[src/common/sdp_rdma_pkg.sv]
// shared constants, config encodings and payload structs for the
// sdp read dma request generator; referenced by scoped names only

package sdp_rdma_pkg;

  // ======================================================================
  // atom and field widths
  // ======================================================================

  // one atom is 32 bytes, addresses in atoms drop these bits
  localparam int atom_aw = 5;
  // channel shift for 2-byte precisions, 16 elements per atom
  localparam int atom_aw_16 = 4;
  // cube dimension fields, value is size minus one
  localparam int dim_w = 13;
  // request size in atoms minus one
  localparam int req_size_w = 15;
  // channel atom count, worst case is the 2-byte shift
  localparam int chan_cnt_w = dim_w - atom_aw + 1;

  // ======================================================================
  // config encodings
  // ======================================================================

  // processing precision of the cube
  typedef enum logic [1:0] {
    prec_int8  = 2'd0,
    prec_int16 = 2'd1,
    prec_fp16  = 2'd2
  } precision_e;

  // which datapath consumes the operand
  typedef enum logic [1:0] {
    use_mul  = 2'd0,
    use_alu  = 2'd1,
    use_both = 2'd2
  } data_use_e;

  // bytes per element in memory
  typedef enum logic {
    size_1byte = 1'b0,
    size_2byte = 1'b1
  } data_size_e;

  // one operand per kernel or a full cube of operands
  typedef enum logic {
    mode_per_kernel  = 1'b0,
    mode_per_element = 1'b1
  } data_mode_e;

  // ======================================================================
  // structs
  // ======================================================================

  // cube shape and data format, all dims are size minus one
  typedef struct packed {
    logic [dim_w-1:0] channel;
    logic [dim_w-1:0] height;
    logic [dim_w-1:0] width;
    precision_e       precision;
    data_mode_e       data_mode;
    data_size_e       data_size;
    data_use_e        data_use;
  } cube_cfg_t;

  // context queue entry, one per dma request
  typedef struct packed {
    logic                  cube_end;
    logic [req_size_w-1:0] size;
  } cq_req_t;

endpackage

[src/logic/stall_counter.sv]
// perf counter of cycles a request waited on the dma port;
// cleared by op_load and frozen while counting is disabled

module stall_counter (
  input  logic        nvdla_core_clk,
  input  logic        nvdla_core_rstn,
  input  logic        op_load,
  input  logic        stall,
  input  logic        count_en,
  output logic [31:0] count
);

  // ======================================================================
  // counter
  // ======================================================================

  // clear wins over increment, both need count_en
  always_ff @(posedge nvdla_core_clk or negedge nvdla_core_rstn) begin
    if (!nvdla_core_rstn) begin
      count <= '0;
    end else if (count_en) begin
      if (op_load) begin
        count <= '0;
      end else if (stall) begin
        // wraps silently at 2**32
        count <= count + 1'b1;
      end
    end
  end

endmodule

[src/sdp_rdma_ig/cube_walker.sv]
// position in the cube walk: active flag, channel and height counters
// and the end flags that steer address and size logic

module cube_walker (
  input  logic                                 nvdla_core_clk,
  input  logic                                 nvdla_core_rstn,
  input  logic                                 op_load,
  input  logic                                 cmd_accept,
  input  sdp_rdma_pkg::cube_cfg_t              cube_cfg,
  input  logic [sdp_rdma_pkg::chan_cnt_w-1:0]  chan_last,
  output logic                                 cmd_process,
  output logic                                 surf_end,
  output logic                                 cube_end,
  output logic                                 straight_mode
);

  logic [sdp_rdma_pkg::chan_cnt_w-1:0] count_c;
  logic [sdp_rdma_pkg::dim_w-1:0]      count_h;
  logic                                mode_per_kernel;
  logic                                mode_1x1_pack;
  logic                                last_c;
  logic                                last_h;
  logic                                op_done;

  // ======================================================================
  // walk shape
  // ======================================================================

  assign mode_per_kernel = (cube_cfg.data_mode == sdp_rdma_pkg::mode_per_kernel);
  // 1x1 surface, the whole cube is one contiguous run
  assign mode_1x1_pack   = (cube_cfg.width == '0) && (cube_cfg.height == '0);
  // single request covers everything
  assign straight_mode   = mode_per_kernel | mode_1x1_pack;

  assign last_h = (count_h == cube_cfg.height);
  assign last_c = (count_c == chan_last);

  // every request is a full line, so line end is always true
  assign surf_end = straight_mode | last_h;
  assign cube_end = straight_mode | (surf_end & last_c);

  assign op_done = cmd_accept & cube_end;

  // ======================================================================
  // operation active
  // ======================================================================

  always_ff @(posedge nvdla_core_clk or negedge nvdla_core_rstn) begin
    if (!nvdla_core_rstn) begin
      cmd_process <= 1'b0;
    end else if (op_load) begin
      cmd_process <= 1'b1;
    end else if (op_done) begin
      cmd_process <= 1'b0;
    end
  end

  // ======================================================================
  // counters
  // ======================================================================

  // height, one step per accepted line
  always_ff @(posedge nvdla_core_clk or negedge nvdla_core_rstn) begin
    if (!nvdla_core_rstn) begin
      count_h <= '0;
    end else if (cmd_accept) begin
      if (surf_end) begin
        count_h <= '0;
      end else begin
        count_h <= count_h + 1'b1;
      end
    end
  end

  // channel atoms, one step per finished surface
  always_ff @(posedge nvdla_core_clk or negedge nvdla_core_rstn) begin
    if (!nvdla_core_rstn) begin
      count_c <= '0;
    end else if (cmd_accept) begin
      if (cube_end) begin
        count_c <= '0;
      end else if (surf_end) begin
        count_c <= count_c + 1'b1;
      end
    end
  end

endmodule

[src/sdp_rdma_ig/req_addr_gen.sv]
// line and surface base addresses of the walk, kept in atoms, and the
// byte address of the current request

module req_addr_gen #(
  parameter int mem_aw = 64
) (
  input  logic                               nvdla_core_clk,
  input  logic                               nvdla_core_rstn,
  input  logic                               op_load,
  input  logic                               cmd_accept,
  input  logic                               surf_end,
  input  logic [31:0]                        base_addr_high,
  input  logic [31:0]                        base_addr_low,
  input  logic [31-sdp_rdma_pkg::atom_aw:0]  line_stride,
  input  logic [31-sdp_rdma_pkg::atom_aw:0]  surf_stride,
  output logic [mem_aw-1:0]                  req_addr
);

  localparam int atom_addr_w = mem_aw - sdp_rdma_pkg::atom_aw;

  logic [atom_addr_w-1:0] cfg_base;
  logic [atom_addr_w-1:0] base_line;
  logic [atom_addr_w-1:0] base_surf;

  // ======================================================================
  // base address in atoms
  // ======================================================================

  generate
    if (mem_aw > 32) begin : g_wide
      logic [63:0] base_cat;

      // high word only matters past 4 GB
      assign base_cat = {base_addr_high, base_addr_low};
      assign cfg_base = base_cat[mem_aw-1:sdp_rdma_pkg::atom_aw];
    end else begin : g_narrow
      assign cfg_base = base_addr_low[mem_aw-1:sdp_rdma_pkg::atom_aw];
    end
  endgenerate

  // ======================================================================
  // stepping
  // ======================================================================

  // next line, or first line of the next surface
  always_ff @(posedge nvdla_core_clk or negedge nvdla_core_rstn) begin
    if (!nvdla_core_rstn) begin
      base_line <= '0;
      base_surf <= '0;
    end else if (op_load) begin
      base_line <= cfg_base;
      base_surf <= cfg_base;
    end else if (cmd_accept) begin
      if (surf_end) begin
        base_line <= base_surf + atom_addr_w'(surf_stride);
        base_surf <= base_surf + atom_addr_w'(surf_stride);
      end else begin
        base_line <= base_line + atom_addr_w'(line_stride);
      end
    end
  end

  // back to bytes, always atom aligned
  assign req_addr = {base_line, {sdp_rdma_pkg::atom_aw{1'b0}}};

endmodule

[src/sdp_rdma_ig/req_size_calc.sv]
// request size in atoms minus one, from the cube format; also gives the
// channel atom count that bounds the channel loop

module req_size_calc (
  input  sdp_rdma_pkg::cube_cfg_t               cube_cfg,
  input  logic                                  straight_mode,
  output logic [sdp_rdma_pkg::chan_cnt_w-1:0]   chan_last,
  output logic [sdp_rdma_pkg::req_size_w-1:0]   req_size
);

  logic                                  prec_int8;
  logic                                  size_1byte;
  logic                                  use_both;
  logic [1:0]                            scale_sh;
  logic [sdp_rdma_pkg::req_size_w-1:0]   size_of_straight;
  logic [sdp_rdma_pkg::req_size_w-1:0]   size_of_width;

  // count minus one scaled by 2**sh, result is still minus one
  function automatic logic [sdp_rdma_pkg::req_size_w-1:0] scale_cnt(
    input logic [sdp_rdma_pkg::req_size_w-1:0] cnt,
    input logic [1:0]                          sh
  );
    logic [sdp_rdma_pkg::req_size_w-1:0] fill;
    fill = (sdp_rdma_pkg::req_size_w'(1) << sh) - 1'b1;
    return (cnt << sh) + fill;
  endfunction

  assign prec_int8  = (cube_cfg.precision == sdp_rdma_pkg::prec_int8);
  assign size_1byte = (cube_cfg.data_size == sdp_rdma_pkg::size_1byte);
  assign use_both   = (cube_cfg.data_use == sdp_rdma_pkg::use_both);

  // ======================================================================
  // channel atoms
  // ======================================================================

  // int8 packs 32 elements per atom, 16-bit types 16
  always_comb begin
    if (prec_int8) begin
      chan_last = sdp_rdma_pkg::chan_cnt_w'(cube_cfg.channel >> sdp_rdma_pkg::atom_aw);
    end else begin
      chan_last = sdp_rdma_pkg::chan_cnt_w'(cube_cfg.channel >> sdp_rdma_pkg::atom_aw_16);
    end
  end

  // ======================================================================
  // bytes per element
  // ======================================================================

  // int8 1byte single -> x1
  // int8 2byte or both -> x2
  // int8 2byte both -> x4
  // 16-bit single -> x1, both -> x2
  always_comb begin
    if (prec_int8) begin
      if (use_both && !size_1byte) begin
        scale_sh = 2'd2;
      end else if (use_both || !size_1byte) begin
        scale_sh = 2'd1;
      end else begin
        scale_sh = 2'd0;
      end
    end else begin
      scale_sh = use_both ? 2'd1 : 2'd0;
    end
  end

  // ======================================================================
  // request size
  // ======================================================================

  // straight covers all channel atoms in one go
  assign size_of_straight = scale_cnt(sdp_rdma_pkg::req_size_w'(chan_last), scale_sh);
  // otherwise one line of the cube
  assign size_of_width    = scale_cnt(sdp_rdma_pkg::req_size_w'(cube_cfg.width), scale_sh);

  assign req_size = straight_mode ? size_of_straight : size_of_width;

endmodule

[src/sdp_rdma_ig/sdp_rdma_ig.sv]
// request side of the sdp read dma: walks the cube after op_load and
// issues one dma read plus a matching context queue entry per step

module sdp_rdma_ig #(
  parameter int mem_aw = 64
) (
  input  logic                                    nvdla_core_clk,
  input  logic                                    nvdla_core_rstn,
  input  logic                                    op_load,
  input  logic                                    op_en,
  input  logic                                    perf_dma_en,
  input  sdp_rdma_pkg::cube_cfg_t                 cube_cfg,
  input  logic [31:0]                             base_addr_high,
  input  logic [31:0]                             base_addr_low,
  input  logic [31-sdp_rdma_pkg::atom_aw:0]       line_stride,
  input  logic [31-sdp_rdma_pkg::atom_aw:0]       surf_stride,
  input  logic                                    dma_rd_req_rdy,
  input  logic                                    cq_rdy,
  output logic                                    dma_rd_req_vld,
  output logic [mem_aw-1:0]                       dma_rd_req_addr,
  output logic [sdp_rdma_pkg::req_size_w-1:0]     dma_rd_req_size,
  output logic                                    cq_vld,
  output sdp_rdma_pkg::cq_req_t                   cq_pd,
  output logic [31:0]                             rdma_stall
);

  logic                                   cmd_process;
  logic                                   cmd_accept;
  logic                                   surf_end;
  logic                                   cube_end;
  logic                                   straight_mode;
  logic [sdp_rdma_pkg::chan_cnt_w-1:0]    chan_last;
  logic [sdp_rdma_pkg::req_size_w-1:0]    req_size;

  // ======================================================================
  // paired handshake
  // ======================================================================

  // each side only asks when the other side can take it too
  assign dma_rd_req_vld = cmd_process & cq_rdy;
  assign cq_vld         = cmd_process & dma_rd_req_rdy;
  // both sides move in the same cycle
  assign cmd_accept     = dma_rd_req_vld & dma_rd_req_rdy;

  // payload, same size on both sides
  assign dma_rd_req_size = req_size;
  assign cq_pd.cube_end  = cube_end;
  assign cq_pd.size      = req_size;

  // ======================================================================
  // sub blocks
  // ======================================================================

  cube_walker u_walker (
    .nvdla_core_clk  (nvdla_core_clk),
    .nvdla_core_rstn (nvdla_core_rstn),
    .op_load         (op_load),
    .cmd_accept      (cmd_accept),
    .cube_cfg        (cube_cfg),
    .chan_last       (chan_last),
    .cmd_process     (cmd_process),
    .surf_end        (surf_end),
    .cube_end        (cube_end),
    .straight_mode   (straight_mode)
  );

  req_addr_gen #(
    .mem_aw (mem_aw)
  ) u_addr (
    .nvdla_core_clk  (nvdla_core_clk),
    .nvdla_core_rstn (nvdla_core_rstn),
    .op_load         (op_load),
    .cmd_accept      (cmd_accept),
    .surf_end        (surf_end),
    .base_addr_high  (base_addr_high),
    .base_addr_low   (base_addr_low),
    .line_stride     (line_stride),
    .surf_stride     (surf_stride),
    .req_addr        (dma_rd_req_addr)
  );

  req_size_calc u_size (
    .cube_cfg      (cube_cfg),
    .straight_mode (straight_mode),
    .chan_last     (chan_last),
    .req_size      (req_size)
  );

  // stall = request offered to dma but not taken
  stall_counter u_stall (
    .nvdla_core_clk  (nvdla_core_clk),
    .nvdla_core_rstn (nvdla_core_rstn),
    .op_load         (op_load),
    .stall           (dma_rd_req_vld & ~dma_rd_req_rdy),
    .count_en        (op_en & perf_dma_en),
    .count           (rdma_stall)
  );

endmodule

[config.mk]
export PLATFORM = sky130hd
export DESIGN_NAME = sdp_rdma_ig
export DESIGN_NICKNAME = d
export VERILOG_FILES = /design/src/common/sdp_rdma_pkg.sv /design/src/logic/stall_counter.sv /design/src/sdp_rdma_ig/cube_walker.sv /design/src/sdp_rdma_ig/req_addr_gen.sv /design/src/sdp_rdma_ig/req_size_calc.sv /design/src/sdp_rdma_ig/sdp_rdma_ig.sv
export SDC_FILE = /design/constraint.sdc
export NUM_CORES = 1
export LEC_CHECK = 0
export ABC_AREA = 1
export BUFFER_PORTS_ARGS = -buffer_cell sky130_fd_sc_hd__buf_2
export CAP_MARGIN = 10
export CORE_UTILIZATION = 48
export CTS_CLUSTER_SIZE = 28
export DETAILED_ROUTE_END_ITERATION = 8
export MAX_ROUTING_LAYER = met4
export PLACE_DENSITY = 0.7
export SETUP_SLACK_MARGIN = 0.15
export SLEW_MARGIN = 20
export SYNTH_ARGS = -nofsm -noshare
export SYNTH_HDL_FRONTEND = slang
export SYNTH_SLANG_ARGS = --single-unit
export TNS_END_PERCENT = 20
[constraint.sdc]
create_clock -name nvdla_core_clk -period 13.4 [get_ports nvdla_core_clk]
set_input_delay 2.68 -clock nvdla_core_clk [delete_from_list [all_inputs] [get_ports nvdla_core_clk]]
set_output_delay 2.68 -clock nvdla_core_clk [all_outputs]
set_load 0.005 [all_outputs]
==> run summary, run 1 <==
The xor and xnor area share after synthesis came out at 0.0424. The total number of placement rows was 69; the portion of synthesized cell area occupied by the leading cell type was 0.249. For the maximum clock path buffer count, the log shows 2.

The CTS buffer count was 17; the max capacitance violation total was 0. The run gives 0 as the final-report hold violation count. TritonCTS built the clock tree.

After synthesis, the largest family of logic cells by area is simple AND/OR/NAND/NOR gates. Setup repair after global routing left no endpoint under its margin. The arithmetic-cell share of the synthesized area counting full adders, half adders and majority gates is 0.0560. Leaving out fill and tap cells, the most frequent cells in the layout are 969 x nand2_1, 449 x inv_1, 308 x nor2_1. Starting utilization of the core area: 0.488. The final period demand of the worst path is 9.66 ns.

The number of H-tree branching levels was 4. The most critical setup path has its endpoint at cq_pd[12]. The post-synthesis cell count is 2,921, and the number of endpoints failing setup at the final stage is 0.

The Yosys step of the flow raised 0 warnings. Part of the Yosys area used for sequential elements: 0.249. The core region is 35,600 µm².

The arrival time reported for the critical path endpoint is 6.98 ns. The ratio of total power to cell area was 106 nW/µm²; the length in cells of the worst reg-to-reg path was 11. The most frequent standard cell in the layout excluding fill and tap cells is nand2_1. The first global-routing pass estimated 98,700 µm of wire. The average routed wire per standard cell works out to 18.2 µm. The die boundary width is 192 µm. Worst-skew pair later-pin latency: 0.47 ns.

The area fraction in compound gates after synthesis is 0.117, and the number of clock sinks is 173. Endpoint class of the critical path: a primary output. In this run the critical register-to-register path is launched from u_walker.count_h[3]$_DFFE_PN0P_.

After legalization and detailed placement, the total HPWL measured 53,300 µm. At the end of routability-driven placement, the weighted congestion stood at 0.993. The run gives 10.72 ns as the required time at the worst-slack endpoint. Summed over all instances, the cell type with the most area after synthesis is dfrtp_1. Commonest register cell after synthesis: dfrtp_1. The proportion of synthesized flip-flops having asynchronous set or reset was 1.00; the detailed-routing iteration count for the pre-antenna-repair pass was 8.

For the final database, setup skew stands at 0.0171 ns. The path type of the worst setup path was in -> out. Summed over all layers, the global routing overflow is 0. The hold buffer count at CTS was 0.

On the final layout, the worst hold slack is 0.499 ns. Post-CTS setup buffer count: 0. The synthesized area per cell came out at 5.95 µm². The die outline area came out at 37,000 µm². Counting flops with a built-in enable in the synthesized netlist gives 0. The height of the die was 192 µm. The largest driver fanout on the critical path is 16, and the minimum setup slack among reg-to-reg paths is 10.12 ns.

The simple logic cell fraction of the synthesized area works out to 0.407. The number of gates resized after CTS was 0. Sorting the synthesized cells by area gives the leading types as dfrtp_1 25%, nand2_1 21%, inv_1 9.7%, nand3_1 7.3%, nor2_1 6.7%. The fraction of the cycle the final worst path needs was 0.721; the slew at the pin closest to its max-slew limit was 1.00 ns. The count of unresolved DRC violations after routing came out at 0. Clock-pin slew was measured on the worst setup and hold paths at 0.07 ns. The critical path startpoint was cube_cfg[5].

The area growth from synthesis to layout is 13.0%. The endpoint identified for the worst register-to-register timing path is u_addr.base_surf[35]$_DFFE_PN0P_. Maximum ir drop on the vdd rail: 0.000104 V. Kind of start point of the critical path: an input pin. The timing-limited maximum frequency is 0.103 GHz. The count of nets left with antenna violations once routing finished came out at 0. The run gives 0.332 as the relative slew slack. The number of top-level design ports is 299.

The fraction of final layout cells sized beyond drive strength 1 is 0.124. The number of input and output port buffers inserted was 284. The multiplexer fraction of the synthesized cell area was 0.00115; the routed via count was 20,000.

The count of final max-slew check failures is 0. For this block, the initial DRC count from the detailed router was 1,776. Power comes to 2080 µW.

The analysis attributes to cell leakage a power of 0.0108 µW. The initial antenna violation count is 3, and the number of flip-flops and latches in the synthesized netlist is 173. The via count normalized by instance count is 5.49. The via count of the first global-routing pass was 17,900; the total negative slack was 0 ns. For the pin count of the biggest net entering global routing, the log shows 103.

The total wirelength of the detailed-routed design was 66,300 µm; the overall global routing resource usage was 0.364. The path class of the tightest hold or removal check is reg -> reg. The number of different library cells used by synthesis comes to 56.

CTS root buffer: clkbuf_16. The cell area that synthesis handed to floorplanning was 17,400 µm². The run finished with clean final reports. For the number of nets in the layout, the log shows 3,407.
[state kept, by name, indices dropped and copies added (netlist names)]
name / flops
u_addr.base_line: 59
u_addr.base_surf: 59
u_stall.count: 32
u_walker.count_h: 13
u_walker.count_c: 9
u_walker.cmd_process: 1
[cell usage after synthesis (4+ instances only)]
library cell	number
a31oi_1	16
buf_6	6
inv_2	6
a22oi_1	4
buf_4	25
o21a_1	6
nor2_4	4
o21ai_0	116
xnor2_1	30
a21oi_1	131
o21ai_1	13
nor2_1	308
o21bai_1	7
xor2_1	54
nor2_2	8
dfrtp_1	173
or2_2	14
nand2_2	9
clkbuf_1	28
o211ai_1	21
buf_1	5
nand4_1	38
buf_2	19
o211ai_2	9
nor4_1	11
inv_1	450
nor3_1	48
nand3b_1	8
a21oi_2	4
nor3_2	4
nand2_1	970
nand3_1	253
ha_1	73
o22ai_1	17
[cell type report]
| type | instances | area, µm² |
|---|---|---|
| Antenna cell | 4 | 10.0 |
| Clock buffer | 19 | 453 |
| Clock inverter | 13 | 150 |
| Tap cell | 461 | 577 |
| Timing Repair Buffer | 292 | 1490 |
| Inverter | 459 | 1730 |
| Sequential cell | 173 | 4330 |
| Multi-Input combinational cell | 2218 | 10900 |
| Fill cell | 3738 | 15900 |
[cell families after synthesis]
| kind of cell | after synthesis |
|---|---|
| flip-flops | 173 |
| other | 1 |
| AO/OA/AOI/OAI | 356 |
| multiplexers | 2 |
| AND/OR/NAND/NOR | 1687 |
| XOR/XNOR | 84 |
| adder cells (fa/ha/maj) | 76 |
| buffers and inverters | 542 |
[report_power, final]
group / switching, µW / leakage (µW) / internal (µW) / total [µW]
clock: 245 / 0.000285 / 289 / 534
sequential: 96.8 / 0.00213 / 582 / 679
combinational: 576 / 0.00837 / 296 / 872
[critical path, cell delays in order]
cell      delay, ns
buf_2          0.10
nor2_2         0.40
inv_1          0.23
o21ai_1        0.78
inv_1          0.40
nand2_1        0.18
ha_1           0.20
inv_1          0.06
fa_1           0.40
nand3b_1       0.18
nand3_1        0.11
inv_1          0.05
o21a_1         0.20
o21ai_0        0.26
a21oi_1        0.15
o21ai_0        0.22
xor2_1         0.23
buf_2          0.15
[worst min-delay path by stage]
| stage | start | end | slack (ns) | cells past startpoint |
|---|---|---|---|---|
| after global placement | u_addr.base_surf[10]$_DFFE_PN0P_ | u_addr.base_surf[10]$_DFFE_PN0P_ | 0.47 | 2 |
| after global routing | u_addr.base_surf[9]$_DFFE_PN0P_ | u_addr.base_surf[9]$_DFFE_PN0P_ | 0.54 | 2 |
| final | u_addr.base_surf[10]$_DFFE_PN0P_ | u_addr.base_surf[10]$_DFFE_PN0P_ | 0.50 | 2 |
| after floorplan | u_addr.base_surf[10]$_DFFE_PN0P_ | u_addr.base_surf[10]$_DFFE_PN0P_ | 0.45 | 2 |
| after CTS | u_addr.base_surf[10]$_DFFE_PN0P_ | u_addr.base_surf[10]$_DFFE_PN0P_ | 0.50 | 2 |
| after detailed placement | u_addr.base_surf[10]$_DFFE_PN0P_ | u_addr.base_surf[10]$_DFFE_PN0P_ | 0.48 | 2 |
[metrics by stage]
stage	cell area (µm²)	std cells	setup slack, ns	util
global placement	19000	3603	3.92	0.535
CTS	19600	3635	3.82	0.551
floorplan	17400	2933	5.03	-
global route	19600	3638	3.33	0.552
finish	19600	3639	3.74	0.552
detailed placement	19000	3603	3.82	0.535
[layer usage]
layer  GRT usage  part of all wire  routed length (µm)  up-vias
li1            -                 -                   -     9725
met1       0.462              0.42               27600     9122
met2       0.565              0.44               29300      954
met3      0.0482             0.084                5560      172
met4       0.189             0.056                3740        0
met5           -                 0                   0        -
(Power assumes the default switching activity.)
==> inputs of run 2 (changes only) <==
clock period = 9.3 ns   (was 13.4 ns; I/O delays follow)
==> run 2 against run 1 <==
Compared with the run above: cell area about the same; wire length is 3.7% higher; non-clock buffer count rose by 2; count of clock-buffer cells in the layout is 2 lower; sequential cell count unchanged; sequential power is 45% higher; power up 44%; global-route usage rose by 1.8 points; hold slack better by 0.0017 ns; die area unchanged; core utilization about the same; final cell count barely moved; critical path type unchanged; largest cell class unchanged.
==> run summary, run 2 (same netlist as run 1, synthesis figures left out) <==
The run finished with clean final reports. The clock-pin slew of the registers on the worst-case setup and hold paths came out at 0.08 ns (about the same). The number of cells on the worst hold path works out to 2 (unchanged). TritonCTS built the clock tree.

The path class of the tightest hold or removal check is reg -> reg. The run gives 1,800 (+1.4%) as the initial DRC count. The length in cells of the worst reg-to-reg path works out to 9 (-2).

The number of clock sinks came out at 173 (unchanged). Number of endpoints failing setup at the final stage: 0 (unchanged). The logs give 69 (unchanged) for the total number of placement rows and 0 (unchanged) for the count of unresolved DRC violations after routing. The most frequent standard cell in the layout excluding fill and tap cells was nand2_1.

The logs give 1.04 (+4.2%) for the placer congestion estimate and 7.44 ns (-3.28 ns) for the required time at the worst-slack endpoint. The tools report the hold buffer count at CTS as 0 (unchanged). The worst setup skew after layout came out at 0.0149 ns (-0.00221 ns). The run gives 4 (unchanged) as the number of H-tree branching levels. The minimum setup slack in the final design was 1.71 ns (-2.03 ns). The die boundary width was 192 µm (unchanged); the detailed-routing iteration count for the pre-antenna-repair pass was 6 (-2). The register area came out at 4330 µm² (unchanged). The height of the die is 192 µm (unchanged), and the number of gates resized after CTS is 0 (unchanged). The tools report the starting utilization of the core area as 0.488 (unchanged). The final period demand of the worst path was 7.59 ns; the timing-limited maximum frequency was 0.132 GHz. The endpoint class of the critical path is a primary output. In this run the clock root is driven by a clkbuf_16.

Leaving out fill and tap cells, the most frequent cells in the layout are 969 x nand2_1, 449 x inv_1, 308 x nor2_1. The logs give 3000 µW (+44%) for the overall power consumption and 68,800 µm (+3.7%) for the total wirelength of the detailed-routed design. The fraction of final layout cells sized beyond drive strength 1 came out at 0.125 (+0.000552). The largest registers in the layout are u_addr.base_line x59, u_addr.base_surf x59, u_stall.count x32. The via count of the first global-routing pass was 18,200 (+1.6%). The routed via count was 20,000 (+0.040%).

The post-route core utilization came out at 0.552 (about the same). Die outline area: 37,000 µm² (unchanged). The synthesis-to-finish area growth was 12.9% (about the same); the aggregate global routing overflow was 0 (unchanged). Setup repair after global routing left no endpoint under its margin. The pin count of the biggest net entering global routing is 78 (-24%), and the ratio of total power to cell area is 153 nW/µm² (+44%). The tools report the startpoint of the tightest hold check path as u_addr.base_surf[10]$_DFFE_PN0P_. The run gives 17 (unchanged) as the CTS buffer count.

The leakage component of the power was 0.0108 µW (about the same). The run gives 0 (unchanged) as the residual antenna-violating net count after detailed routing. The total negative slack is 0 ns (unchanged), and the maximum ir drop on the vdd rail is 0.000151 V (+45%).

The run gives 10,900 µm² (unchanged) as the area of the multi-input gates. The run gives 299 (unchanged) as the number of top-level design ports. The max capacitance violation total was 0 (unchanged); the worst setup slack before clock tree synthesis was 1.68 ns (-2.15 ns). The via count normalized by instance count is 5.49 (about the same). The arrival time reported for the critical path endpoint is 5.73 ns (-1.25 ns), and the final-report hold violation count is 0 (unchanged). The slew at the pin closest to its max-slew limit was 0.939 ns (-0.0631 ns). The worst setup path is launched from an input pin. Largest driver fanout on the critical path: 18 (+2). The initial antenna violation count came out at 1 (-2). The sum of net half-perimeters after detailed placement was 55,600 µm (+4.3%); the number of nets in the layout was 3,409 (+0.059%).

The path type of the worst setup path is in -> out. The relative slew slack is 0.374 (+0.0421), and the overall global routing resource usage is 0.382 (+0.0177). Worst slack on hold paths: 0.501 ns (+0.00167 ns). The global-route wire length before repair was 103,000 µm (+4.4%); the fraction of the cycle the final worst path needs was 0.816. The worst-skew pair later-pin latency came out at 0.47 ns (about the same).

The worst reg2reg path endpoint was u_addr.base_surf[53]$_DFFE_PN0P_. For the count of final max-slew check failures, the log shows 0 (unchanged). The count of fill cells added during filler insertion was 3,706 (-0.86%). The area of the core is 35,600 µm² (unchanged).

The post-CTS setup buffer count is 0 (unchanged). The minimum setup slack among reg-to-reg paths is 6.14 ns (-3.98 ns). The worst hold path terminates at u_addr.base_surf[10]$_DFFE_PN0P_. The tools report the launch point of the worst reg-to-reg path as u_walker.count_h[3]$_DFFE_PN0P_. The maximum clock path buffer count was 2 (unchanged). The number of input and output port buffers inserted is 284 (unchanged), and the average routed wire per standard cell is 18.9 µm (+3.7%).
## run 2: cell count changes in the layout (fill, tap and decap cells not counted)
cell	change
buf_6	+1
inv_6	-2
bufinv_16	-2
clkinvlp_4	-3
clkinv_4	+4
clkinv_8	+3
diode_2	-1
buf_4	+2
inv_8	+2
clkbuf_8	-3
## run 2: per-layer routing
metal  share of wire  vias to the layer above  routed length [µm]  global-route usage
met1            0.42                     9213               28800               0.482
met3           0.070                      170                4830              0.0433
met2            0.46                      852               31300               0.602
met5               0                        -                   0                   -
li1                -                     9746                   -                   -
met4           0.055                        0                3820               0.196
## run 2: critical path, stage by stage
cell and delay, ns:
buf_2 0.12, nor2_1 0.09, nand2_1 0.06, nor3_1 0.36, nand3_1 0.15, nand2_2 0.34, or2_2 0.18, o21ai_0 0.14
nand2_1 0.11, o21ai_0 0.10, nor2_1 0.15, inv_1 0.08, fa_1 0.43, nand3b_1 0.17, nand3_1 0.11, inv_1 0.05
o21a_1 0.21, o21ai_0 0.27, a21oi_1 0.16, o21ai_0 0.22, xor2_1 0.21, buf_2 0.15
## run 2: stage by stage
stage | instance area (µm²) | std cells
final | 19600 | 3640
after detailed placement | 19000 | 3605
after global routing | 19600 | 3638
after CTS | 19600 | 3637
after global placement | 19000 | 3605
after floorplan | 17400 | 2933
## run 2: report_power, final
part	leakage, µW	internal, µW	total (µW)	switching [µW]
sequential	0.00213	838	983	145
clock	0.000282	358	746	388
combinational	0.00838	427	1270	840
total	0.0108	1620	3000	1370
## run 2: worst max path at each step
stage / startpoint / end / slack [ns] / cells after the start
global placement: cube_cfg[15] / dma_rd_req_size[12] / 1.72 / 22
global route: cube_cfg[5] / dma_rd_req_size[12] / 1.34 / 21
detailed placement: cube_cfg[15] / cq_pd[12] / 1.68 / 22
CTS: cube_cfg[15] / cq_pd[12] / 1.66 / 22
floorplan: cube_cfg[1] / dma_rd_req_size[12] / 2.57 / 20
finish: cube_cfg[6] / cq_pd[12] / 1.71 / 22
## run 2: layout make-up
class                   instances  area share
diodes                          3    0.000383
clock buffers                  17      0.0217
clock inverters                15     0.00797
inverters                     459      0.0880
multi-input cells            2218       0.555
flip-flops and latches        173       0.221
well taps                     461      0.0294
repair buffers                294      0.0766
